$ cat src/source/soc_fabric_pkg.sv
`default_nettype none

package soc_fabric_pkg;

  typedef logic [31:0] addr_t;
  typedef logic [31:0] data_t;
  typedef logic [3:0]  sel_t;
  typedef logic [3:0]  region_t;   // adr[31:28]
  typedef logic [15:0] count_t;
  typedef logic [2:0]  irq_t;

  // region map, anything else is unmapped
  localparam region_t REGION_ROM = 4'h2;
  localparam region_t REGION_IO  = 4'h4;
  localparam region_t REGION_RAM = 4'h7;

  localparam irq_t IRQ_NONE  = 3'd0;
  localparam irq_t IRQ_FAULT = 3'd1;
  localparam irq_t IRQ_TIMER = 3'd2;

  // io word offsets, adr[3:2]
  localparam logic [1:0] IO_RELOAD  = 2'd0;
  localparam logic [1:0] IO_CONTROL = 2'd1;   // 0 timer en, 1 irq en
  localparam logic [1:0] IO_STATUS  = 2'd2;   // 0 timer, 1 fault; w1c

  typedef enum logic [1:0] {
    ARB_IDLE,
    CPU_OWN,
    FETCH_OWN,
    RELEASE
  } arb_state_t;

  typedef enum logic [1:0] {
    FETCH_IDLE,
    REQUEST,
    WAIT_ACK
  } fetch_state_t;

endpackage

`default_nettype wire

$ cat src/source/bus_decoder.sv
`timescale 1ns/100ps
`default_nettype none

module bus_decoder (
  input  logic                  sysclock,
  input  logic                  rst_i,
  input  soc_fabric_pkg::addr_t cpu_adr_i,
  input  logic                  cpu_cyc_i,
  input  logic                  cpu_stb_i,
  input  soc_fabric_pkg::data_t rom_dat_i,
  input  logic                  rom_ack_i,
  input  soc_fabric_pkg::data_t io_dat_i,
  input  logic                  io_ack_i,
  input  soc_fabric_pkg::data_t ram_dat_i,
  input  logic                  cpu_ram_ack_i,
  output logic                  rom_stb_o,
  output logic                  io_stb_o,
  output logic                  cpu_ram_req_o,
  output soc_fabric_pkg::data_t cpu_dat_o,
  output logic                  cpu_ack_o,
  output logic                  cpu_err_o,
  output logic                  fault_pulse_o
);

  soc_fabric_pkg::region_t region;
  logic req;
  logic unmapped_req;
  logic ack;
  logic err_q;
  logic err_done;   // err already given this bus cycle

  assign region = cpu_adr_i[31:28];
  assign req    = cpu_cyc_i & cpu_stb_i;

  assign rom_stb_o     = req & (region == soc_fabric_pkg::REGION_ROM);
  assign io_stb_o      = req & (region == soc_fabric_pkg::REGION_IO);
  assign cpu_ram_req_o = req & (region == soc_fabric_pkg::REGION_RAM);
  assign unmapped_req  = req & ~(rom_stb_o | io_stb_o | cpu_ram_req_o);

  // return path follows the region of the held address
  always_comb begin
    cpu_dat_o = '0;
    ack = 1'b0;
    case (region)
      soc_fabric_pkg::REGION_ROM: begin
        cpu_dat_o = rom_dat_i;
        ack = rom_ack_i;
      end
      soc_fabric_pkg::REGION_IO: begin
        cpu_dat_o = io_dat_i;
        ack = io_ack_i;
      end
      soc_fabric_pkg::REGION_RAM: begin
        cpu_dat_o = ram_dat_i;
        ack = cpu_ram_ack_i;
      end
      default: ;
    endcase
  end

  assign cpu_ack_o = ack & req;   // drops with cyc

  always_ff @(posedge sysclock or posedge rst_i) begin
    if (rst_i) begin
      err_q <= 1'b0;
      err_done <= 1'b0;
    end else begin
      err_q <= unmapped_req & ~err_q & ~err_done;
      if (!cpu_cyc_i)
        err_done <= 1'b0;
      else if (err_q)
        err_done <= 1'b1;
    end
  end

  assign cpu_err_o     = err_q;
  assign fault_pulse_o = err_q;   // one per bus cycle

endmodule

`default_nettype wire

$ cat config.mk
export PLATFORM = sky130hd
export DESIGN_NAME = bus_decoder
export DESIGN_NICKNAME = d
export VERILOG_FILES = /design/src/source/soc_fabric_pkg.sv /design/src/source/bus_decoder.sv
export SDC_FILE = /design/constraint.sdc
export NUM_CORES = 1
export LEC_CHECK = 0
export ABC_CLOCK_PERIOD_IN_PS = 1300
export BUFFER_PORTS_ARGS = -buffer_cell sky130_fd_sc_hd__buf_2
export CORE_AREA = 2 2 68 70
export CTS_CLUSTER_SIZE = 30
export DETAILED_ROUTE_END_ITERATION = 16
export DIE_AREA = 0 0 70 72
export GPL_TIMING_DRIVEN = 0
export PLACE_DENSITY = 0.68
export SYNTH_ARGS = -nofsm -noshare
export SYNTH_HDL_FRONTEND = slang
export SYNTH_SLANG_ARGS = --single-unit
$ cat constraint.sdc
create_clock -name sysclock -period 1.3 [get_ports sysclock]
set_input_delay 0.13 -clock sysclock [delete_from_list [all_inputs] [get_ports sysclock]]
set_output_delay 0.13 -clock sysclock [all_outputs]
set_load 0.05 [all_outputs]
==> out/results.txt <==
Status: finished with violations
Failing checks: negative setup slack
Post-synthesis sequential area ratio: 7.37%
Commonest non-fill, non-tap cell in the layout: buf_2
Setup Skew: 0.00642 ns
Remaining Overflow, GRT: 0
#FFs+latches synth: 2
Die W: 70 um
Number of fill cells: 421
CTS tree: built
IO buf count: 144
Routed Wire Length: 4260 um
Initial antenna violation count: 0
Fmax: 705 MHz
Slowest CP cell: nor4b_4
Clock sinks: 2
Fin crit period: 1.42 ns
Die height: 72 um
Yosys warnings: 0
Max-slew violations: 0
Xor/xnor share of the synthesized area: 0%
Setup CP Type: in2out
Mux cell area share after synthesis: 0%
Final WS setup: -0.118 ns
PwrDens: 481 nW/um^2
Antenna Diode Count: 0
Simple-Gate Fraction of Synth Area: 13.1%
Fraction of layout cells with a size suffix above 1: 81.4%
Vias in the first global route: 1,484
CP endpoint kind: primary output
Full die area: 5040 sq um
Hold Fails Final Rpt: 0
Core box area: 4260 sq um
Worst stage delay on the critical path: 0.39 ns
Initial Utilization: 15.9%
Reg clk slew, reported paths: 0.03 ns
Worst hold slack: 0.213 ns
I/O pin cnt: 173
Most frequent cells in the layout: 104 x buf_2, 32 x a222oi_1, 30 x inv_2
Worst Path Required: 1.17 ns
Reg area: 51.3 sq um
Routed WL per cell: 14.0 um
Global-route wire length before repair: 6770 um
Total GRT Usage: 16.4%
Post-synthesis cell type count: 18
Final antenna-violating net count: 0
Post-synth design cell area: 679 sq um
RSZ-0062 raised after global routing: yes
Synthesis-to-layout area growth: 210%
Nets: 389
Largest net degree at the start of global routing: 11
Area of the multi-input gates: 478 sq um
Crit path buffers/inverters: 5
Final setup violating endpoints: 30
Worst-path fanout max: 5
Via density: 4.93
DP HPWL: 2950 um
Pre-antenna DRT Iters: 5
Syn Nets: 228
Largest family of logic cells by synthesized area: compound AO/OA/AOI/OAI gates
VDD IR max: 250 uV
GP Congestion: 0.795
Drc violations: 0
Slew @ Worst Pin: 0.395 ns
Critical Path, Cell by Cell: buf_12 -> nor4b_4 -> buf_4 -> buf_6 -> a222oi_1 -> inv_2 -> buf_8
Design Power: 0.00101 W
Mapped Cells: 93
Final design area excluding fillers: 2100 sq um
Placed insts: 289
Max-cap viol count: 0
Critical Path Source Type: input port
Clock Latency Late Sink: 0.21 ns
Post-Synth Adder-Cell Area: 0%
Min-Delay Path Class: in2reg
Cell at the root of the clock tree: clkbuf_8
Iteration-0 DRC Markers: 131
Cell Area, Placed: 1510 sq um
CP top delay family: buffers and inverters
# rows: 24
Clk buf depth: 2
Synth Area in Compound Gates: 50.5%
Worst path arrival time: 1.29 ns
Htree depth: 1
Via count: 1,504
Relative slew slack: 73.7%
Non-filler cells, final: 305
Period utilization: 109%
P_leak: 1.24 nW
Total CTS buffers: 3
Avg Cell Area, Syn: 7.31 sq um
==> registers in the layout (all words and copies together) (netlist names) <==
signal     flops
err_done       1
cpu_err_o      1
==> cells by family after synthesis <==
family	Yosys count
buffers and inverters	45
AOI/OAI and AO/OA	35
and+or+nand+nor	11
DFF	2
==> per-stage QoR <==
step	utilization (%)	setup TNS [ns]	setup WS, ns
finish	49.4	-2.19	-0.118
global route	49.4	-4.31	-0.176
CTS	47.9	-1.68	-0.103
detailed placement	35.3	-18.09	-0.569
global placement	35.3	-18.17	-0.570
floorplan	-	0	0.0183
==> area by class of cell <==
class	instances	share of cell area (%)
Sequential cell	2	2.44
Multi-Input combinational cell	46	22.7
Clock buffer	4	2.14
Inverter	34	6.06
Tap cell	52	3.09
Buffer	10	6.30
Timing Repair Buffer	157	57.3
==> final timing paths <==
| kind | cells past startpoint | from | slack [ns] | end |
|---|---|---|---|---|
| setup / recovery | 7 | cpu_adr_i[31] | -0.12 | cpu_dat_o[7] |
| hold / removal | 2 | cpu_cyc_i | 0.21 | err_done$_DFFE_PP0P_ |
| hold reg to reg | 1 | err_done$_DFFE_PP0P_ | 0.49 | err_done$_DFFE_PP0P_ |
| setup reg to reg | 2 | cpu_err_o$_DFF_PP0_ | 0.11 | cpu_err_o$_DFF_PP0_ |
| min in group asynchronous | 3 | rst_i | 0.32 | cpu_err_o$_DFF_PP0_ |
| max in group asynchronous | 3 | rst_i | 0.86 | cpu_err_o$_DFF_PP0_ |
==> Yosys cell counts <==
cell type	instances	area share, %
clkbuf_1	5	2.8
inv_1	34	19
buf_4	1	1.1
and4b_1	1	1.5
a222oi_1	32	47
o41ai_1	1	1.3
or4_1	1	1.1
dfrtp_1	2	7.4
nor3_1	1	0.74
nor3b_1	1	1.1
o21a_1	1	1.1
buf_2	2	1.5
nand2_1	1	0.55
nand4_1	1	0.92
buf_6	3	5.0
a31oi_1	1	0.92
and3_1	3	2.8
nor4b_2	2	4.4
==> power by group <==
part	switching [W]	leakage (nW)	internal [W]
combinational	0.000354	1.19	0.000325
clock	0.0000551	0.0228	0.000209
sequential	0.00000319	0.0253	0.0000675
total	0.000412	1.24	0.000601
==> worst register-to-register path, stage by stage, from the launching register on <==
cell and delay, ns:
dfrtp_2 0.41, or4_1 0.51, nor3_1 0.18
==> what timing repair did <==
action,4_1_cts,5_1_grt
pin swaps,31,9
endpoints found under the hold margin,2,0
gates cloned,5,0
gates resized for setup,117,17
endpoints found under the setup margin,36,36
buffers inserted,7,0
hold buffers,1,0
==> metal layers <==
layer	routed length [um]	up-vias	GRT usage (%)
met5	0	-	0
met4	27	0	3.85
met3	303	2	2.22
met2	2360	78	32.6
met1	1570	721	18.4
li1	-	703	-
No activity file was read; power rests on OpenSTA's default activity.
