`src/source/soc_fabric_pkg.sv`:
```
`default_nettype none

package soc_fabric_pkg;

  typedef logic [31:0] addr_t;
  typedef logic [31:0] data_t;
  typedef logic [3:0]  sel_t;
  typedef logic [3:0]  region_t;   // adr[31:28]
  typedef logic [15:0] count_t;
  typedef logic [2:0]  irq_t;

  // region map, anything else is unmapped
  localparam region_t REGION_ROM = 4'h2;
  localparam region_t REGION_IO  = 4'h4;
  localparam region_t REGION_RAM = 4'h7;

  localparam irq_t IRQ_NONE  = 3'd0;
  localparam irq_t IRQ_FAULT = 3'd1;
  localparam irq_t IRQ_TIMER = 3'd2;

  // io word offsets, adr[3:2]
  localparam logic [1:0] IO_RELOAD  = 2'd0;
  localparam logic [1:0] IO_CONTROL = 2'd1;   // 0 timer en, 1 irq en
  localparam logic [1:0] IO_STATUS  = 2'd2;   // 0 timer, 1 fault; w1c

  typedef enum logic [1:0] {
    ARB_IDLE,
    CPU_OWN,
    FETCH_OWN,
    RELEASE
  } arb_state_t;

  typedef enum logic [1:0] {
    FETCH_IDLE,
    REQUEST,
    WAIT_ACK
  } fetch_state_t;

endpackage

`default_nettype wire

```
`src/source/line_fetcher.sv`:
```
`timescale 1ns/100ps
`default_nettype none

module line_fetcher #(
  parameter int RAM_AWIDTH  = 8,
  parameter int FETCH_WORDS = 4,
  parameter int FB_BASE     = 16
) (
  input  logic                  sysclock,
  input  logic                  rst_i,
  input  logic                  fetch_start_i,
  input  logic                  fetch_gnt_i,
  input  logic                  fetch_ack_i,
  input  soc_fabric_pkg::data_t ram_dat_i,
  output logic                  fetch_cyc_o,
  output soc_fabric_pkg::addr_t fetch_adr_o,
  output soc_fabric_pkg::data_t pixel_o,
  output logic                  pixel_valid_o
);

  localparam int CNT_W = $clog2(FETCH_WORDS + 1);

  soc_fabric_pkg::fetch_state_t state;
  logic [RAM_AWIDTH-1:0] word_q;
  logic [CNT_W-1:0] left_q;   // words still to read
  soc_fabric_pkg::data_t pixel_q;
  logic valid_q;

  always_ff @(posedge sysclock or posedge rst_i) begin
    if (rst_i) begin
      state <= soc_fabric_pkg::FETCH_IDLE;
      word_q <= '0;
      left_q <= '0;
      valid_q <= 1'b0;
    end else begin
      valid_q <= 1'b0;
      case (state)
        soc_fabric_pkg::FETCH_IDLE: begin
          if (fetch_start_i) begin
            word_q <= RAM_AWIDTH'(FB_BASE);
            left_q <= CNT_W'(FETCH_WORDS);
            state <= soc_fabric_pkg::REQUEST;
          end
        end
        soc_fabric_pkg::REQUEST: begin
          if (fetch_gnt_i)
            state <= soc_fabric_pkg::WAIT_ACK;
        end
        soc_fabric_pkg::WAIT_ACK: begin
          if (fetch_ack_i) begin
            valid_q <= 1'b1;
            word_q <= word_q + 1'b1;
            left_q <= left_q - 1'b1;
            if (left_q == CNT_W'(1))
              state <= soc_fabric_pkg::FETCH_IDLE;
            else
              state <= soc_fabric_pkg::REQUEST;
          end
        end
        default: state <= soc_fabric_pkg::FETCH_IDLE;
      endcase
    end
  end

  always_ff @(posedge sysclock) begin
    if (state == soc_fabric_pkg::WAIT_ACK && fetch_ack_i)
      pixel_q <= ram_dat_i;
  end

  assign fetch_cyc_o   = (state != soc_fabric_pkg::FETCH_IDLE);
  assign fetch_adr_o   = {soc_fabric_pkg::REGION_RAM, {(26 - RAM_AWIDTH){1'b0}}, word_q, 2'b00};
  assign pixel_o       = pixel_q;
  assign pixel_valid_o = valid_q;

endmodule

`default_nettype wire

```
`config.mk`:
```
export PLATFORM = sky130hd
export DESIGN_NAME = line_fetcher
export DESIGN_NICKNAME = d
export VERILOG_FILES = /design/src/source/soc_fabric_pkg.sv /design/src/source/line_fetcher.sv
export SDC_FILE = /design/constraint.sdc
export NUM_CORES = 1
export LEC_CHECK = 0
export ABC_AREA = 0
export BUFFER_PORTS_ARGS = -buffer_cell sky130_fd_sc_hd__buf_4
export CORE_AREA = 3 3 70 72
export CTS_BUF_LIST = sky130_fd_sc_hd__clkbuf_16
export DETAILED_ROUTE_END_ITERATION = 8
export DIE_AREA = 0 0 73 75
export MAX_ROUTING_LAYER = met4
export PLACE_DENSITY_LB_ADDON = 0.25
export SLEW_MARGIN = 25
export SYNTH_ARGS = -nofsm -noshare
export SYNTH_HDL_FRONTEND = slang
export SYNTH_SLANG_ARGS = --single-unit
export TNS_END_PERCENT = 20
```
`constraint.sdc`:
```
create_clock -name sysclock -period 2.6 [get_ports sysclock]
set_clock_uncertainty 0.2 [all_clocks]
set_input_delay 0.52 -clock sysclock [delete_from_list [all_inputs] [get_ports sysclock]]
set_output_delay 0.52 -clock sysclock [all_outputs]
set_load 0.01 [all_outputs]
```
==> flow_summary.json <==
{
  "vias": 1207,
  "grtUsageTotal_pct": 13.6,
  "finish.instance_area_sq_um": 2560,
  "worst_slew_pin_slew_ps": 773,
  "cts_resized": 0,
  "worst_ep_required_time_ps": 1880,
  "reg2reg_slack_ps": 740,
  "hold_path.class": "input pin to asynchronous set/reset pin",
  "synth_enable_flop_cells": 32,
  "fmax_ghz": 0.508,
  "reg2reg_to": "pixel_o[26]",
  "timing_worst_setup_path_type": "flip-flop to output pin",
  "synth.ff_latch_count": 46,
  "yosys.area.top_type_share_pct": 51.2,
  "chipHeight_um": 75,
  "gpl.final_weighted_congestion": 0.722,
  "worst_skew_pair.late_latency_ps": 270,
  "ys_top_cells_by_area": "edfxtp_1 51%, dfrtp_1 19%, buf_4 9.6%",
  "syn_inst": 128,
  "fin_crit_ps": 1970,
  "core_sq_um": 4350,
  "overflow": 0,
  "drtIter0Drc": 100,
  "rsz0062_at_grt": "no",
  "num_rows": 24,
  "synth_seq_area_share_pct": 69.9,
  "synth-main-ff-cell": "edfxtp_1",
  "nNetsFinal": 249,
  "first_global_vias": 1103,
  "wirelength_mm": 3.77,
  "ys.warnings.count": 0,
  "critPathLaunchType": "flip-flop",
  "critical_path_arrival_ps": 1250,
  "drt_pre_antenna_iters": 2,
  "timing_max_transition_violations_final": 0,
  "synth_top_area_cell": "edfxtp_1",
  "die_width_um": 73,
  "dp_hpwl_mm": 2.78,
  "cts_tree": "done",
  "drv_cap": 0,
  "post_synth_num_cell_types": 31,
  "syn_avg_cell_area_sq_um": 14.7,
  "h-tree-depth": 2,
  "startpoint_of_the_lowest_slack_register_to_register_path": "state[0]",
  "insertedDiodeCount": 0,
  "outcome": "finished clean",
  "r2r_worst_path_depth": 3,
  "postCtsSetupRepairBufs": 0,
  "fin_tns_setup_ps": 0,
  "drt.antenna.violating_nets": 0,
  "synth_most_common_cell": "edfxtp_1",
  "asyncSetResetFlopFracSynth_pct": 30.4,
  "slew_headroom_pct": 47.0,
  "routed_wire_length_per_instance_um": 14.4,
  "initial_utilization_pct": 43.1,
  "vdd_ir_drop_max_mv": 0.368,
  "clock_root_buffer": "clkbuf_16",
  "power_per_cell_area_nw_per_um2": 792,
  "syn_to_final_growth_pct": 36.3,
  "path_clk_slew_ps": 60,
  "numCtsBuffers": 5,
  "place.port_buffers": 78,
  "critPathMaxFanout": 13,
  "final-hold-violation-count": 0,
  "clock-sinks": 46,
  "yosys-top-cells-count": "32 x edfxtp_1, 24 x buf_4, 14 x dfrtp_1",
  "clock_path_buffers": 2,
  "critPathCaptureType": "output pin",
  "boundaryPins": 103,
  "power.static_leakage_uw": 0.00113,
  "synth.cell_area_sq_um": 1880,
  "fill_cells": 359,
  "drc_errors": 0,
  "final_layout_size_suffix_gt1_share_pct": 43.3,
  "final_period_utilization_pct": 75.8,
  "grt_max_degree": 34,
  "postPlaceCellArea_sq_um": 2420,
  "cts_hold_buffers": 0,
  "die-area_sq_um": 5480,
  "report.final.setup_viol": 0,
  "antenna_found_initial": 0,
  "via_per_inst": 4.61,
  "grt_first_pass_wirelength_mm": 5.41
}
==> registers in the layout, summed over array words and instances, names as in the netlist <==
signal and flops:
pixel_o 32, word_q 8, left_q 3, state 2
pixel_valid_o 1
==> power breakdown <==
group	leakage, uW	switching (uW)	internal [uW]
clock	0.0000748	243	349
sequential	0.000470	92.2	909
combinational	0.000585	216	215
==> layout by cell type (no fill, tap or decap), types with 2 or more instances in the layout <==
cell type | netlist | routed
buf_4 | 24 | 79
edfxtp_1 | 32 | 32
conb_1 | 2 | 24
dfrtp_1 | 14 | 14
inv_1 | 8 | 9
nand2_1 | 5 | 5
clkbuf_16 | 0 | 5
o31ai_1 | 4 | 4
o21ai_0 | 4 | 4
nand4b_1 | 3 | 3
or2_2 | 3 | 3
ha_1 | 3 | 3
mux2i_1 | 2 | 2
or4_1 | 2 | 2
o2bb2ai_1 | 2 | 2
nand3_1 | 2 | 2
o211ai_1 | 2 | 2
clkinv_2 | 0 | 2
==> routing by layer <==
metal	global-route usage [%]	share of wire [%]	vias up
met3	4.27	11	4
met5	-	0	-
li1	-	-	571
met2	22.0	48	69
met1	16.0	40	563
met4	4.92	0.85	0
==> worst max-delay path, cell delays in order (launching register included) <==
cell and delay, ps:
dfrtp_1 490, or2_2 340, buf_4 140
==> metrics by stage <==
step           instances  setup WS [ps]  total power (uW)  utilization, %  hold WS, ps
3_3_place_gp         254            634              1440            55.5          282
2_1_floorplan        150            491              1260               -          209
6_report             262            630              2020            58.7         91.8
4_1_cts              262            627              2050            58.7          122
5_1_grt              262            577              2140            58.7          143
3_5_place_dp         254            589              1450            55.5          279
==> logic make-up after synthesis <==
family                   share of synthesized area, %
flip-flops                                       69.9
buffers and inverters                            12.2
AO/OA/AOI/OAI                                    7.80
AND/OR/NAND/NOR                                  6.20
adder cells (fa/ha/maj)                          2.00
other                                           0.400
multiplexers                                     1.07
XOR/XNOR                                        0.467
==> final cells by class <==
cell class                      instances  area [sq um]  area share (%)
Timing Repair Buffer                   79           593            23.2
Clock buffer                            5           125            4.89
Tap cell                               52          65.1            2.54
Inverter                                8          30.0            1.17
Multi-Input combinational cell         69           419            16.4
Clock inverter                          3          13.8           0.538
Sequential cell                        46          1310            51.3
==> how the worst max path moves through the flow <==
stage	to	start	cells after the start	slack (ps)
after floorplan	pixel_o[0]	fetch_ack_i	3	490
after global placement	pixel_o[11]	fetch_ack_i	5	630
after detailed placement	pixel_o[31]	fetch_ack_i	5	590
after CTS	fetch_cyc_o	state[0]	2	630
after global routing	fetch_cyc_o	state[0]	2	580
final	fetch_cyc_o	state[0]	2	630
Note: power is estimated with default switching activity, not from simulation.
