==> src/source/soc_fabric_pkg.sv <==
`default_nettype none

package soc_fabric_pkg;

  typedef logic [31:0] addr_t;
  typedef logic [31:0] data_t;
  typedef logic [3:0]  sel_t;
  typedef logic [3:0]  region_t;   // adr[31:28]
  typedef logic [15:0] count_t;
  typedef logic [2:0]  irq_t;

  // region map, anything else is unmapped
  localparam region_t REGION_ROM = 4'h2;
  localparam region_t REGION_IO  = 4'h4;
  localparam region_t REGION_RAM = 4'h7;

  localparam irq_t IRQ_NONE  = 3'd0;
  localparam irq_t IRQ_FAULT = 3'd1;
  localparam irq_t IRQ_TIMER = 3'd2;

  // io word offsets, adr[3:2]
  localparam logic [1:0] IO_RELOAD  = 2'd0;
  localparam logic [1:0] IO_CONTROL = 2'd1;   // 0 timer en, 1 irq en
  localparam logic [1:0] IO_STATUS  = 2'd2;   // 0 timer, 1 fault; w1c

  typedef enum logic [1:0] {
    ARB_IDLE,
    CPU_OWN,
    FETCH_OWN,
    RELEASE
  } arb_state_t;

  typedef enum logic [1:0] {
    FETCH_IDLE,
    REQUEST,
    WAIT_ACK
  } fetch_state_t;

endpackage

`default_nettype wire

==> src/source/mem_arbiter.sv <==
`timescale 1ns/100ps
`default_nettype none

module mem_arbiter (
  input  logic                  sysclock,
  input  logic                  rst_i,
  input  logic                  cpu_ram_req_i,
  input  soc_fabric_pkg::addr_t cpu_adr_i,
  input  soc_fabric_pkg::data_t cpu_dat_i,
  input  soc_fabric_pkg::sel_t  cpu_sel_i,
  input  logic                  cpu_we_i,
  input  logic                  fetch_cyc_i,
  input  soc_fabric_pkg::addr_t fetch_adr_i,
  input  logic                  ram_ack_i,
  output logic                  cpu_gnt_o,
  output logic                  fetch_gnt_o,
  output logic                  ram_stb_o,
  output soc_fabric_pkg::addr_t ram_adr_o,
  output soc_fabric_pkg::data_t ram_dat_o,
  output soc_fabric_pkg::sel_t  ram_sel_o,
  output logic                  ram_we_o,
  output logic                  cpu_ram_ack_o,
  output logic                  fetch_ack_o
);

  soc_fabric_pkg::arb_state_t state;
  soc_fabric_pkg::arb_state_t state_nxt;

  always_ff @(posedge sysclock or posedge rst_i) begin
    if (rst_i)
      state <= soc_fabric_pkg::ARB_IDLE;
    else
      state <= state_nxt;
  end

  always_comb begin
    state_nxt = state;
    case (state)
      soc_fabric_pkg::ARB_IDLE: begin
        if (fetch_cyc_i)   // fetcher first
          state_nxt = soc_fabric_pkg::FETCH_OWN;
        else if (cpu_ram_req_i)
          state_nxt = soc_fabric_pkg::CPU_OWN;
      end
      soc_fabric_pkg::CPU_OWN,
      soc_fabric_pkg::FETCH_OWN: begin
        if (ram_ack_i)
          state_nxt = soc_fabric_pkg::RELEASE;
      end
      soc_fabric_pkg::RELEASE: state_nxt = soc_fabric_pkg::ARB_IDLE;
      default: state_nxt = soc_fabric_pkg::ARB_IDLE;
    endcase
  end

  assign cpu_gnt_o   = (state == soc_fabric_pkg::CPU_OWN);
  assign fetch_gnt_o = (state == soc_fabric_pkg::FETCH_OWN);

  // owner drives the ram, fetcher only ever reads whole words
  assign ram_stb_o = (cpu_gnt_o & cpu_ram_req_i) | (fetch_gnt_o & fetch_cyc_i);
  assign ram_adr_o = cpu_gnt_o ? cpu_adr_i : fetch_adr_i;
  assign ram_dat_o = cpu_gnt_o ? cpu_dat_i : '0;
  assign ram_sel_o = cpu_gnt_o ? cpu_sel_i : 4'hf;
  assign ram_we_o  = cpu_gnt_o & cpu_we_i;

  assign cpu_ram_ack_o = cpu_gnt_o & ram_ack_i;
  assign fetch_ack_o   = fetch_gnt_o & ram_ack_i;

endmodule

`default_nettype wire

==> config.mk <==
export PLATFORM = sky130hd
export DESIGN_NAME = mem_arbiter
export DESIGN_NICKNAME = d
export VERILOG_FILES = /design/src/source/soc_fabric_pkg.sv /design/src/source/mem_arbiter.sv
export SDC_FILE = /design/constraint.sdc
export NUM_CORES = 1
export LEC_CHECK = 0
export BUFFER_PORTS_ARGS = -buffer_cell sky130_fd_sc_hd__buf_4
export CAP_MARGIN = 10
export CORE_MARGIN = 5
export CORE_UTILIZATION = 24
export CTS_CLUSTER_SIZE = 24
export DETAILED_ROUTE_END_ITERATION = 7
export PLACE_DENSITY = 0.77
export SLEW_MARGIN = 0
export SYNTH_ARGS = -nofsm -noshare
export SYNTH_HDL_FRONTEND = slang
export SYNTH_SLANG_ARGS = --single-unit
==> constraint.sdc <==
create_clock -name sysclock -period 1.45 [get_ports sysclock]
set_input_delay 0.29 -clock sysclock [delete_from_list [all_inputs] [get_ports sysclock]]
set_output_delay 0.29 -clock sysclock [all_outputs]
set_load 0.03 [all_outputs]
==> impl_metrics.py <==
metrics = {
    "floorplan": {
        "die_w_um": 74.7,
        "die_h_um": 74.7,
        "rows": 23,
        "dieArea_mm2": 0.00558,
        "start_util": 0.249,
        "num_io_pins": 180,
        "core_mm2": 0.00403,
    },
    "clock_tree": {
        "clk_pin_slew_ns": 0.03,
        "ctsLongestPathBuffers": 2,
        "cts_buffers": 3,
        "clock_sinks": 2,
        "cts-root-buf": "clkbuf_8",
        "insertion_delay_ns": 0.21,
        "htreeDepth": 1,
        "cts_tree": "built",
    },
    "synthesis": {
        "syn-cell-area_mm2": 0.00100,
        "synth-edff-count": 0,
        "ys_types": 19,
        "avgSynthCellArea_um2": 10.1,
        "ys.flop_type": "dfrtp_1",
        "synth.largest_area_cell": "mux2_4",
        "synth_xor_area_frac": 0,
        "synth_adder_area_share": 0.0747,
        "synth_compound_area_frac": 0.0187,
        "synth-seq-cells": 2,
        "synthTopCellsByArea": "mux2_4 (45%), and2_1 (22%), ha_1 (7.5%)",
        "synth_top_area_frac": 0.448,
        "synth_top_family_by_area": "multiplexers",
        "yosys_warnings": 0,
        "syn_nets": 211,
        "synthCells": 99,
        "muxShareOfSynthArea": 0.501,
        "synthSimpleGateAreaFrac": 0.257,
        "ys_seq_area_frac": 0.0498,
        "synth-async-reset-ratio": 1.00,
    },
    "power": {
        "worst_ir_drop_vdd_mv": 1.01,
        "fin_total_pwr_mw": 5.82,
        "power_density_mw_per_mm2": 1970,
        "power_leakage_nw": 1.57,
    },
    "final_layout": {
        "areaGrowthSynthToFinish_pct": 193,
        "diodes": 0,
        "reg.largest.list": "state x2",
        "layout_common_cells": "buf_4 (125), buf_6 (66), mux2_4 (32)",
        "final_net_count": 404,
        "largest_reg_flops": 2,
        "fin_util": 0.731,
        "top_register": "state",
        "layout-drive-gt1-share": 0.934,
        "final_common_cell": "buf_4",
        "fillers": 298,
    },
    "placed_design": {
        "portBuffers": 179,
        "gp_congestion": 0.734,
        "place_ws_ns": -0.132,
        "place_hpwl_um": 4100,
    },
    "sta": {
        "slew_viol_final": 0,
        "setup_ws_ns": -0.332,
        "max-slew-margin-rel": 0.858,
        "holdWs_ns": 0.402,
        "worstMarginPinSlew_ns": 0.212,
        "period_share": 1.23,
        "max_freq_ghz": 0.561,
        "hold_viol": 0,
        "rsz0062_at_grt": "true",
        "finalSetupViolations": 75,
        "fin_skew_ns": 0.000714,
        "layout_min_cycle_time_ns": 1.78,
    },
    "worst_setup_path": {
        "crit_chain": "inv_2 -> ha_4 -> buf_12 -> mux2_4 -> buf_6",
        "crit_path_start": "state[1]$_DFFE_PP0P_",
        "rr_endpoint": "state[1]$_DFFE_PP0P_",
        "r2r_start": "state[0]$_DFFE_PP0P_",
        "worstSetupEndpointType": "output pin",
        "worstSetupEndpoint": "ram_adr_o[28]",
        "cp_data_arrival_time_ns": 1.49,
        "critPathKind": "reg2out",
        "setup.worst_path.start_class": "register",
        "rr_worst_depth": 8,
        "critPathMaxFanout": 19,
        "cpPeakStageDelay_ns": 0.37,
        "r2r_slack_ns": -0.15,
        "worstPathRequired_ns": 1.16,
        "slowest_stage": "dfrtp_1",
    },
    "detailed_routing": {
        "via_per_inst": 4.28,
        "wl_per_cell_um": 15.6,
        "drtIter0Drc": 20,
        "drt_wl_total_um": 5300,
        "drc": 0,
        "dr.pass1.iters": 4,
        "vias": 1454,
        "ant_nets": 0,
    },
    "global_routing": {
        "gr-usage-all-layers": 0.156,
        "grt_max_degree": 30,
        "grt_pass1_wl_um": 6750,
        "antenna_found_initial": 0,
        "grt_overflow_total": 0,
        "grt_pass1_vias": 1432,
    },
    "outcome": {
        "violations": "setup timing",
        "status": "finished, violations left",
    },
    "run": {
        "drv_cap": 0,
    },
    "worst_hold_path": {
        "hold_path_class": "in2reg",
    },
}
cell usage after synthesis, types with 2 or more instances:
cell type / instances
inv_1: 3
mux2_4: 30
clkbuf_1: 2
mux2i_1: 3
dfrtp_1: 2
mux2_2: 2
and2_1: 35
buf_12: 3
nand2b_1: 4
ha_1: 6
how the worst min path moves through the flow:
| stage | start | to | slack, ns | cells past startpoint |
|---|---|---|---|---|
| 4_1_cts | fetch_cyc_i | state[0]$_DFFE_PP0P_ | 0.41 | 4 |
| 5_1_grt | fetch_cyc_i | state[0]$_DFFE_PP0P_ | 0.43 | 4 |
| 3_5_place_dp | rst_i | state[1]$_DFFE_PP0P_ | 0.16 | 2 |
| 3_3_place_gp | rst_i | state[1]$_DFFE_PP0P_ | 0.15 | 2 |
| 6_report | fetch_cyc_i | state[0]$_DFFE_PP0P_ | 0.40 | 4 |
| 2_1_floorplan | rst_i | state[0]$_DFFE_PP0P_ | 0.03 | 1 |
timing repair:
item,CTS,global route
endpoints found under the setup margin,76,76
resized for setup,54,31
buffers inserted,3,0
pin swaps,3,0
gates cloned,0,3
hold buffers,1,0
hold endpoints to repair,2,0
kinds of logic after synthesis:
| family | count (synthesis) |
|---|---|
| AND/OR/NAND/NOR | 42 |
| multiplexers | 35 |
| buffers and inverters | 11 |
| adder cells (fa/ha/maj) | 6 |
| AO/OA/AOI/OAI | 3 |
| flip-flops | 2 |
through the flow:
step           setup TNS [ns]  cell area [µm²]  std cells
4_1_cts                -22.76             2790        337
3_3_place_gp            -6.74             2500        330
6_report               -20.58             2950        340
5_1_grt                -24.74             2950        340
2_1_floorplan           -5.34             1080         99
3_5_place_dp            -7.39             2500        330
power breakdown:
part	switching, mW	internal, mW
Clock	0.0425	0.175
Sequential	0.0341	0.0924
Combinational	2.64	2.84
layout make-up:
| type | instances | area (µm²) | share of cell area |
|---|---|---|---|
| inverters | 3 | 18.8 | 0.00637 |
| multi-input cells | 86 | 996 | 0.338 |
| flip-flops and latches | 2 | 51.3 | 0.0174 |
| well taps | 50 | 62.6 | 0.0212 |
| repair buffers | 196 | 1780 | 0.603 |
| clock buffers | 3 | 41.3 | 0.0140 |
per-layer routing:
| layer | global-route usage | share of wire | wire, µm |
|---|---|---|---|
| met1 | 0.156 | 0.30 | 1580 |
| met2 | 0.308 | 0.56 | 2980 |
| met3 | 0.0441 | 0.13 | 701 |
| met4 | 0.0435 | 0.0075 | 40 |
| met5 | 0 | 0 | 0 |
worst max-delay path: cells and delay by family (launching register included):
kind / cells / cell delay (ns)
buffers and inverters: 3 / 0.41
DFF: 1 / 0.37
muxes: 1 / 0.33
adders and majority gates: 1 / 0.16
No activity file was read; power rests on OpenSTA's default activity.
