File: src/source/soc_fabric_pkg.sv
`default_nettype none

package soc_fabric_pkg;

  typedef logic [31:0] addr_t;
  typedef logic [31:0] data_t;
  typedef logic [3:0]  sel_t;
  typedef logic [3:0]  region_t;   // adr[31:28]
  typedef logic [15:0] count_t;
  typedef logic [2:0]  irq_t;

  // region map, anything else is unmapped
  localparam region_t REGION_ROM = 4'h2;
  localparam region_t REGION_IO  = 4'h4;
  localparam region_t REGION_RAM = 4'h7;

  localparam irq_t IRQ_NONE  = 3'd0;
  localparam irq_t IRQ_FAULT = 3'd1;
  localparam irq_t IRQ_TIMER = 3'd2;

  // io word offsets, adr[3:2]
  localparam logic [1:0] IO_RELOAD  = 2'd0;
  localparam logic [1:0] IO_CONTROL = 2'd1;   // 0 timer en, 1 irq en
  localparam logic [1:0] IO_STATUS  = 2'd2;   // 0 timer, 1 fault; w1c

  typedef enum logic [1:0] {
    ARB_IDLE,
    CPU_OWN,
    FETCH_OWN,
    RELEASE
  } arb_state_t;

  typedef enum logic [1:0] {
    FETCH_IDLE,
    REQUEST,
    WAIT_ACK
  } fetch_state_t;

endpackage

`default_nettype wire

File: src/source/onchip_rom.sv
`timescale 1ns/100ps
`default_nettype none

module onchip_rom (
  input  logic                  sysclock,
  input  logic                  rst_i,
  input  logic                  rom_stb_i,
  input  logic                  cpu_cyc_i,
  input  logic                  cpu_we_i,
  input  soc_fabric_pkg::addr_t cpu_adr_i,
  output soc_fabric_pkg::data_t rom_dat_o,
  output logic                  rom_ack_o
);

  logic [15:0] idx;
  logic [1:0] ack_sr;
  soc_fabric_pkg::data_t dat_q;

  assign idx = cpu_adr_i[17:2];

  // two stage ack, flushed between bus cycles
  always_ff @(posedge sysclock or posedge rst_i) begin
    if (rst_i)
      ack_sr <= 2'b00;
    else if (!cpu_cyc_i)
      ack_sr <= 2'b00;
    else
      ack_sr <= {ack_sr[0], rom_stb_i};
  end

  always_ff @(posedge sysclock) begin
    if (rom_stb_i && !cpu_we_i)
      dat_q <= {idx, ~idx};   // word index over its inverse
  end

  assign rom_dat_o = dat_q;
  assign rom_ack_o = ack_sr[1];

endmodule

`default_nettype wire

File: config.mk
export PLATFORM = sky130hd
export DESIGN_NAME = onchip_rom
export DESIGN_NICKNAME = d
export VERILOG_FILES = /design/src/source/soc_fabric_pkg.sv /design/src/source/onchip_rom.sv
export SDC_FILE = /design/constraint.sdc
export NUM_CORES = 1
export LEC_CHECK = 0
export BUFFER_PORTS_ARGS = -buffer_cell sky130_fd_sc_hd__buf_2
export CAP_MARGIN = 40
export CORE_ASPECT_RATIO = 0.6
export CORE_MARGIN = 3
export CORE_UTILIZATION = 40
export DETAILED_ROUTE_END_ITERATION = 8
export GPL_TIMING_DRIVEN = 0
export PLACE_DENSITY = 0.82
export REMOVE_ABC_BUFFERS = 1
export SYNTH_ARGS = -nofsm -noshare
export SYNTH_HDL_FRONTEND = slang
export SYNTH_SLANG_ARGS = --single-unit
export TNS_END_PERCENT = 10
File: constraint.sdc
create_clock -name sysclock -period 1.16 [get_ports sysclock]
set_clock_uncertainty 0.05 [all_clocks]
set_input_delay 0.232 -clock sysclock [delete_from_list [all_inputs] [get_ports sysclock]]
set_output_delay 0.232 -clock sysclock [all_outputs]
set_load 0.01 [all_outputs]
==> flow_metrics.env, run 1 <==
export IMPL_drt_iter0_markers=40
export IMPL_hold_viol_final=0
export IMPL_drt_pass1_iterations=3
export IMPL_synth_area_sq_mm=0.00110
export IMPL_cts_setup_buffers=0
export IMPL_drt_wl_total_microns=1850
export IMPL_fin_tns_setup_ps=0
export IMPL_grt_start_max_net_pins=17
export IMPL_ys_seq_area_share_pct=91.8
export IMPL_crit_required_ps=880
export IMPL_yosysWarnings=0
export IMPL_rows=14
export IMPL_finalNetCount=153
export IMPL_vias=633
export IMPL_cp_end_kind="primary output"
export IMPL_fin_crit_ps=1100
export IMPL_clk_pin_slew_ps=60
export IMPL_grt_use_total_pct=11.6
export IMPL_worst_slew_pin_slew_ps=448
export IMPL_min_path_type="input pin to register"
export IMPL_clock_sinks=34
export IMPL_synth_compound_area_share_pct=0
export IMPL_insertion_delay_ps=270
export IMPL_area_delta_synth_final_pct=37.2
export IMPL_maxCapViolCount=0
export IMPL_tritoncts="done"
export IMPL_grt_overflow=0
export IMPL_synth_top_area_share_pct=87.3
export IMPL_cts_root_buf="clkbuf_8"
export IMPL_grt_pass1_wl_microns=2610
export IMPL_cpPeakStageDelay_ps=390
export IMPL_start_util_pct=43.1
export IMPL_dieArea_sq_mm=0.00344
export IMPL_critPathMaxFanout=1
export IMPL_wl_per_cell_microns=12.4
export IMPL_ir_worst_vdd_mv=0.870
export IMPL_synthesis_instances=54
export IMPL_place_ws_ps=-316
export IMPL_synth_xor_area_share_pct=0
export IMPL_cts_htree_levels=2
export IMPL_crit_type="register to primary output"
export IMPL_synth_top_family_by_area="buffers and inverters"
export IMPL_critPathBufInv=1
export IMPL_place_area_sq_mm=0.00141
export IMPL_synth_most_common_cell="edfxtp_1"
export IMPL_synth_top_area_cell="edfxtp_1"
export IMPL_synth_seq_cells=34
export IMPL_cts_path_max_buffers=2
export IMPL_synth_edf_count=32
export IMPL_report_final_slew_viol_count=0
export IMPL_insertedDiodeCount=0
export IMPL_leakage_nw=0.692
export IMPL_postRouteAntennaNets=0
export IMPL_post_synth_num_cell_types=5
export IMPL_synthMuxAreaShare_pct=0
export IMPL_synthFlopType="edfxtp_1"
export IMPL_fmax_mhz=909
export IMPL_synthAdderAreaFrac_pct=0
export IMPL_hold_ws_ps=94.3
export IMPL_p_total_mw=2.42
export IMPL_yosys_top_cells_area="edfxtp_1 87%, inv_1 5.8%, dfrtp_1 4.5%"
export IMPL_path_cells="buf_2"
export IMPL_io_buffer_count=53
export IMPL_drive_gt1_share_pct=51.3
export IMPL_maxSlewHeadroom_pct=70.1
export IMPL_cts_made_buffers=5
export IMPL_fill_cells=210
export IMPL_start_kind="register"
export IMPL_outcome="finished, final reports clean"
export IMPL_finalSetupViolations=0
export IMPL_fin_ws_ps=59.4
export IMPL_drt_vias_per_instance=4.25
export IMPL_synthArstFlopShare_pct=5.88
export IMPL_avgSynthCellArea_sq_um=20.4
export IMPL_crit_family="flip-flops"
export IMPL_die_h_microns=46.6
export IMPL_design_area_sq_mm=0.00151
export IMPL_gp_congestion=0.656
export IMPL_post_dp_hpwl_microns=1310
export IMPL_yosys_area_share_simple_pct=2.39
export IMPL_grt_setup_unrepaired="no"
export IMPL_drc_errors=0
export IMPL_critPathSlowestCell="edfxtp_1"
export IMPL_cp_arrival_ps=820
export IMPL_ios=70
export IMPL_core_area_sq_mm=0.00256
export IMPL_period_share_pct=94.9
export IMPL_antenna_found_initial=0
export IMPL_synth_common_cells="32 x edfxtp_1, 17 x inv_1, 2 x and2_1, 2 x dfrtp_1, 1 x nor2b_4"
export IMPL_grt_pass1_vias=617
export IMPL_die_x_microns=73.7
export IMPL_power_density_mw_per_mm2=1600
[area by class of cell]
type / instances / area [sq um] / share of cell area (%)
flip-flops and latches: 34 / 1010 / 66.9
well taps: 32 / 40.0 / 2.65
multi-input cells: 4 / 40.0 / 2.65
clock buffers: 5 / 68.8 / 4.56
clock inverters: 3 / 11.3 / 0.746
repair buffers: 54 / 275 / 18.2
inverters: 17 / 63.8 / 4.23
[state kept, by name (all words and copies together), names as in the netlist]
name / count
ack_sr: 2
rom_dat_o: 32
[path summary, 6_finish.rpt]
check	startpoint	end	slack (ps)	cells after the start
worst min-delay path	cpu_adr_i[16]	rom_dat_o[30]$_DFFE_PP_	90	1
worst min register to register	ack_sr[0]$_DFF_PP0_	ack_sr[1]$_DFF_PP0_	420	1
worst max register to register	ack_sr[0]$_DFF_PP0_	ack_sr[1]$_DFF_PP0_	500	1
min in group asynchronous	rst_i	ack_sr[0]$_DFF_PP0_	310	3
worst max-delay path	rom_dat_o[25]$_DFFE_PP_	rom_dat_o[25]	60	1
max in group asynchronous	rst_i	ack_sr[1]$_DFF_PP0_	650	3
[what timing repair did]
item / CTS / global route
endpoints found under the setup margin: 32 / 16
pin swaps: 0 / 0
resized for setup: 0 / 1
gates cloned: 1 / 0
hold endpoints to repair: 2 / 0
hold buffers: 1 / 0
[report_power, final]
| part | internal (mW) | switching, mW | total, mW |
|---|---|---|---|
| logic | 0.0856 | 0.114 | 0.200 |
| registers | 1.43 | 0.0169 | 1.45 |
| clock network | 0.399 | 0.368 | 0.767 |
| total | 1.92 | 0.499 | 2.42 |
[stage by stage]
| stage | std cells | util (%) |
|---|---|---|
| 2_1_floorplan | 54 | - |
| 6_report | 149 | 59.1 |
| 3_3_place_gp | 139 | 55.0 |
| 3_5_place_dp | 139 | 55.0 |
| 4_1_cts | 149 | 58.9 |
| 5_1_grt | 149 | 59.1 |
[routing by layer]
layer  GRT usage (%)  vias up  part of all wire [%]
met3            8.06        4                    16
met5               0        -                     0
met2            18.3       39                    47
met1            10.6      282                    35
li1                -      308                     -
met4            9.03        0                   2.4
[cell families (layout without fill, tap and decap cells)]
kind of cell | after synthesis | in the layout
DFF | 34 | 34
buffers and inverters | 17 | 79
and+or+nand+nor | 3 | 4
[layout by cell type (no fill, tap or decap), drive strengths merged]
cell,Yosys,routed
nor2b,1,2
buf,0,53
dlygate4sd3,0,1
inv,17,17
clkbuf,0,5
dfrtp,2,2
edfxtp,32,32
clkinv,0,3
and2,2,2
Power figures use the tool's default switching activity.
==> inputs of run 2 (changes only) <==
--- a/config.mk
+++ b/config.mk
@@ -9,10 +9,10 @@
 export CAP_MARGIN = 40
 export CORE_ASPECT_RATIO = 0.6
 export CORE_MARGIN = 3
-export CORE_UTILIZATION = 40
+export CORE_UTILIZATION = 44
 export DETAILED_ROUTE_END_ITERATION = 8
 export GPL_TIMING_DRIVEN = 0
-export PLACE_DENSITY = 0.82
+export PLACE_DENSITY = 0.89
 export REMOVE_ABC_BUFFERS = 1
 export SYNTH_ARGS = -nofsm -noshare
 export SYNTH_HDL_FRONTEND = slang
==> run 2 against run 1 <==
Effect of this change:
- sequential cell count did not move
- sequential share of layout area rose by 0.11 points
- setup slack gained 25 ps
- sequential power about the same
- non-clock buffer count did not move
- count of clock-buffer cells in the layout unchanged
- combinational power barely moved
- worst hold slack improved by 0.53 ps
- core utilization increased by 7.6 points
- cell area is 0.17% lower
- wire length fell by 6.5%
==> flow_metrics.env, run 2 (same netlist as run 1, synthesis figures left out) <==
export IMPL_wl_per_cell_microns=11.7
export IMPL_clock_sinks=34
export IMPL_dieArea_sq_mm=0.00316
export IMPL_post_dp_hpwl_microns=1270
export IMPL_hold_ws_ps=94.9
export IMPL_hold_viol_final=0
export IMPL_cp_arrival_ps=790
export IMPL_design_area_sq_mm=0.00151
export IMPL_drt_wl_total_microns=1730
export IMPL_path_cells="buf_2"
export IMPL_grt_start_max_net_pins=33
export IMPL_grt_overflow=0
export IMPL_cp_end_kind="primary output"
export IMPL_grt_pass1_vias=620
export IMPL_die_x_microns=70.6
export IMPL_fin_tns_setup_ps=0
export IMPL_report_final_slew_viol_count=0
export IMPL_start_util_pct=48.7
export IMPL_multi_input_area_sq_um=40.0
export IMPL_finalNetCount=153
export IMPL_insertedDiodeCount=0
export IMPL_insertion_delay_ps=270
export IMPL_drive_gt1_share_pct=51.3
export IMPL_cts_made_buffers=5
export IMPL_fill_cells=172
export IMPL_cts_root_buf="clkbuf_8"
export IMPL_place_area_sq_mm=0.00140
export IMPL_power_density_mw_per_mm2=1590
export IMPL_drt_pass1_iterations=3
export IMPL_start_kind="register"
export IMPL_antenna_found_initial=0
export IMPL_dp_cells=137
export IMPL_stdcell_count=147
export IMPL_clk_pin_slew_ps=60
export IMPL_cts_path_max_buffers=2
export IMPL_top_layer_used="met4"
export IMPL_finalSetupViolations=0
export IMPL_crit_required_ps=880
export IMPL_grt_pass1_wl_microns=2610
export IMPL_postRouteAntennaNets=0
export IMPL_register_area_sq_mm=0.00101
export IMPL_area_delta_synth_final_pct=36.9
export IMPL_ir_worst_vdd_mv=0.919
export IMPL_critPathSlowestCell="edfxtp_1"
export IMPL_dr_wl_met3_microns=354
export IMPL_leakage_nw=0.692
export IMPL_largest_reg_flops=32
export IMPL_final_cell_mix="53 x buf_2, 32 x edfxtp_1, 17 x inv_1, 5 x clkbuf_8, 3 x clkinv_1"
export IMPL_die_h_microns=44.8
export IMPL_dr_wl_met2_microns=739
export IMPL_core_area_sq_mm=0.00226
export IMPL_min_path_type="input pin to register"
export IMPL_fin_crit_ps=1080
export IMPL_utilization_pct=66.7
export IMPL_wl_met1_microns=602
export IMPL_drt_iter0_markers=15
export IMPL_cpPeakStageDelay_ps=370
export IMPL_tritoncts="done"
export IMPL_cts_htree_levels=2
export IMPL_rows=13
export IMPL_fmax_mhz=930
export IMPL_crit_family="flip-flops"
export IMPL_critPathBufInv=1
export IMPL_outcome="finished, final reports clean"
export IMPL_crit_type="register to primary output"
export IMPL_critPathMaxFanout=1
export IMPL_drt_vias_per_instance=4.24
export IMPL_vias=624
export IMPL_io_buffer_count=53
export IMPL_drc_errors=0
export IMPL_worst_slew_pin_slew_ps=438
export IMPL_maxCapViolCount=0
export IMPL_maxSlewHeadroom_pct=70.7
export IMPL_final_common_cell="buf_2"
export IMPL_period_share_pct=92.7
export IMPL_ios=70
export IMPL_gp_congestion=0.671
export IMPL_grt_use_total_pct=11.7
export IMPL_grt_setup_unrepaired="no"
-- run 2: final cells by class --
cell class / instances / area share [%]
Sequential cell: 34 / 67.1
Multi-Input combinational cell: 4 / 2.66
Inverter: 17 / 4.23
Clock buffer: 5 / 4.56
Tap cell: 30 / 2.49
Timing Repair Buffer: 54 / 18.3
Clock inverter: 3 / 0.747
-- run 2: what timing repair did --
| item | 4_1_cts | 5_1_grt |
|---|---|---|
| hold endpoints to repair | 2 | 0 |
| hold buffers | 1 | 0 |
| setup endpoints to repair | 0 | 32 |
| resized for setup | 0 | 1 |
| buffers inserted | 0 | 0 |
-- run 2: path summary, 6_finish.rpt --
path | slack, ps | endpoint | from | cells after the start
max in group asynchronous | 650 | ack_sr[1]$_DFF_PP0_ | rst_i | 3
hold / removal | 90 | rom_dat_o[19]$_DFFE_PP_ | cpu_adr_i[5] | 1
hold reg to reg | 430 | ack_sr[1]$_DFF_PP0_ | ack_sr[0]$_DFF_PP0_ | 1
min in group asynchronous | 300 | ack_sr[0]$_DFF_PP0_ | rst_i | 3
setup reg to reg | 490 | ack_sr[1]$_DFF_PP0_ | ack_sr[0]$_DFF_PP0_ | 1
setup / recovery | 80 | rom_dat_o[30] | rom_dat_o[30]$_DFFE_PP_ | 1
-- run 2: layer usage --
layer,track usage [%],up-vias
li1,-,307
met1,10.4,274
met2,18.0,39
met3,10.7,4
met4,6.74,0
met5,0,-
-- run 2: per-stage QoR --
| step | worst slack (ps) | power [mW] |
|---|---|---|
| after floorplan | -47.8 | 1.55 |
| after global placement | -264 | 1.66 |
| after detailed placement | -274 | 1.67 |
| after CTS | 20.5 | 2.42 |
| after global routing | 40.0 | 2.51 |
| final | 84.9 | 2.40 |
-- run 2: power by group --
group	switching (mW)	total [mW]	internal (mW)
Combinational	0.115	0.200	0.0857
Sequential	0.0150	1.45	1.43
Clock	0.357	0.756	0.399
==> inputs of run 3 (changes only) <==
--- a/config.mk
+++ b/config.mk
@@ -11,8 +11,10 @@
 export CORE_MARGIN = 3
 export CORE_UTILIZATION = 44
 export DETAILED_ROUTE_END_ITERATION = 8
+export GPL_ROUTABILITY_DRIVEN = 0
 export GPL_TIMING_DRIVEN = 0
 export PLACE_DENSITY = 0.89
+export RECOVER_POWER = 100
 export REMOVE_ABC_BUFFERS = 1
 export SYNTH_ARGS = -nofsm -noshare
 export SYNTH_HDL_FRONTEND = slang
==> run 3 against run 2 <==
Effect of this change:
- sequential cell count is the same
- combinational power shrank 12%
- largest cell class unchanged
- die area is the same
- wire length grew 1.5%
- critical endpoint unchanged
- critical path type unchanged
- register-to-register slack is essentially flat
- count of clock-buffer cells in the layout is the same
- cell area shrank 3.4%
==> flow_metrics.env, run 3 (same netlist as run 1, synthesis figures left out) <==
export IMPL_period_share_pct=92.1
export IMPL_io_buffer_count=53
export IMPL_fin_crit_ps=1070
export IMPL_fin_ws_ps=91.2
export IMPL_place_area_sq_mm=0.00140
export IMPL_start_util_pct=48.7
export IMPL_grt_setup_unrepaired="no"
export IMPL_drc_errors=0
export IMPL_min_path_type="input pin to register"
export IMPL_vias=633
export IMPL_r2r_start="ack_sr[0]$_DFF_PP0_"
export IMPL_dieArea_sq_mm=0.00316
export IMPL_final_cell_mix="41 x clkbuf_1, 32 x edfxtp_1, 17 x inv_1, 11 x buf_2, 5 x clkbuf_8"
export IMPL_clk_pin_slew_ps=60
export IMPL_p_total_mw=2.38
export IMPL_hold_viol_final=0
export IMPL_cts_setup_buffers=0
export IMPL_design_area_sq_mm=0.00146
export IMPL_cts_made_buffers=5
export IMPL_drive_gt1_share_pct=16.2
export IMPL_multi_input_area_sq_um=40.0
export IMPL_grt_start_max_net_pins=33
export IMPL_power_density_mw_per_mm2=1630
export IMPL_grt_pass1_wl_microns=2610
export IMPL_leakage_nw=0.576
export IMPL_grt_overflow=0
export IMPL_final_common_cell="clkbuf_1"
export IMPL_clock_sinks=34
export IMPL_maxSlewHeadroom_pct=70.8
export IMPL_crit_family="flip-flops"
export IMPL_cts_path_max_buffers=2
export IMPL_largest_reg_flops=32
export IMPL_hp_start="cpu_adr_i[3]"
export IMPL_wl_per_cell_microns=11.9
export IMPL_cpPeakStageDelay_ps=380
export IMPL_utilization_pct=64.4
export IMPL_drt_pass1_iterations=4
export IMPL_report_final_slew_viol_count=0
export IMPL_crit_required_ps=880
export IMPL_post_dp_hpwl_microns=1270
export IMPL_insertion_delay_ps=270
export IMPL_worst_slew_pin_slew_ps=437
export IMPL_critPathMaxFanout=1
export IMPL_critPathSlowestCell="edfxtp_1"
export IMPL_die_h_microns=44.8
export IMPL_cts_htree_levels=2
export IMPL_critPathBufInv=1
export IMPL_insertedDiodeCount=0
export IMPL_ios=70
export IMPL_finalSetupViolations=0
export IMPL_start_kind="register"
export IMPL_area_delta_synth_final_pct=32.3
export IMPL_outcome="finished, final reports clean"
export IMPL_path_cells="clkbuf_1"
export IMPL_crit_type="register to primary output"
export IMPL_hold_ws_ps=97.5
export IMPL_drt_vias_per_instance=4.31
export IMPL_fill_cells=187
export IMPL_grt_pass1_vias=620
export IMPL_startpoint="rom_dat_o[30]$_DFFE_PP_"
export IMPL_place_ws_ps=-274
export IMPL_finalNetCount=153
export IMPL_grt_use_total_pct=11.7
export IMPL_tritoncts="done"
export IMPL_cp_end_kind="primary output"
export IMPL_die_x_microns=70.6
export IMPL_cp_arrival_ps=790
export IMPL_ir_worst_vdd_mv=0.903
export IMPL_core_area_sq_mm=0.00226
export IMPL_cts_root_buf="clkbuf_8"
export IMPL_fmax_mhz=936
export IMPL_register_area_sq_mm=0.00101
export IMPL_maxCapViolCount=0
export IMPL_rows=13
export IMPL_drt_iter0_markers=12
export IMPL_postRouteAntennaNets=0
export IMPL_drt_wl_total_microns=1750
export IMPL_antenna_found_initial=0
## run 3: power breakdown
| part | switching (mW) | total [mW] | internal [mW] |
|---|---|---|---|
| Combinational | 0.115 | 0.177 | 0.0618 |
| Clock | 0.353 | 0.751 | 0.399 |
| Sequential | 0.0174 | 1.45 | 1.43 |
| Total | 0.485 | 2.38 | 1.89 |
## run 3: layer usage
metal	track usage (%)	part of all wire [%]	vias to the layer above
li1	-	-	305
met1	10.4	36	282
met2	18.0	43	41
met3	10.7	20	5
met4	6.74	1.4	0
met5	0	0	-
## run 3: layout make-up
class	count	area share, %
multi-input combinational	4	2.75
clock inverter	3	0.773
tap	30	2.58
clock buffer	5	4.73
inverter	17	4.38
timing repair buffer	54	15.4
sequential	34	69.4
## run 3: final timing paths
check	slack [ps]	cells past startpoint	endpoint
setup / recovery	90	1	rom_dat_o[30]
hold / removal	100	1	rom_dat_o[17]$_DFFE_PP_
setup reg to reg	490	1	ack_sr[1]$_DFF_PP0_
hold reg to reg	430	1	ack_sr[1]$_DFF_PP0_
max in group asynchronous	650	3	ack_sr[1]$_DFF_PP0_
min in group asynchronous	310	3	ack_sr[0]$_DFF_PP0_
## run 3: timing repair
action,CTS,global route
endpoints found under the setup margin,0,32
endpoints found under the hold margin,2,0
hold buffers,1,0
gates resized for setup,0,1
## run 3: per-stage QoR
step	setup TNS (ps)	cells
floorplan	-1530	54
global placement	-8440	137
detailed placement	-8760	137
CTS	0	146
global route	0	147
finish	0	147
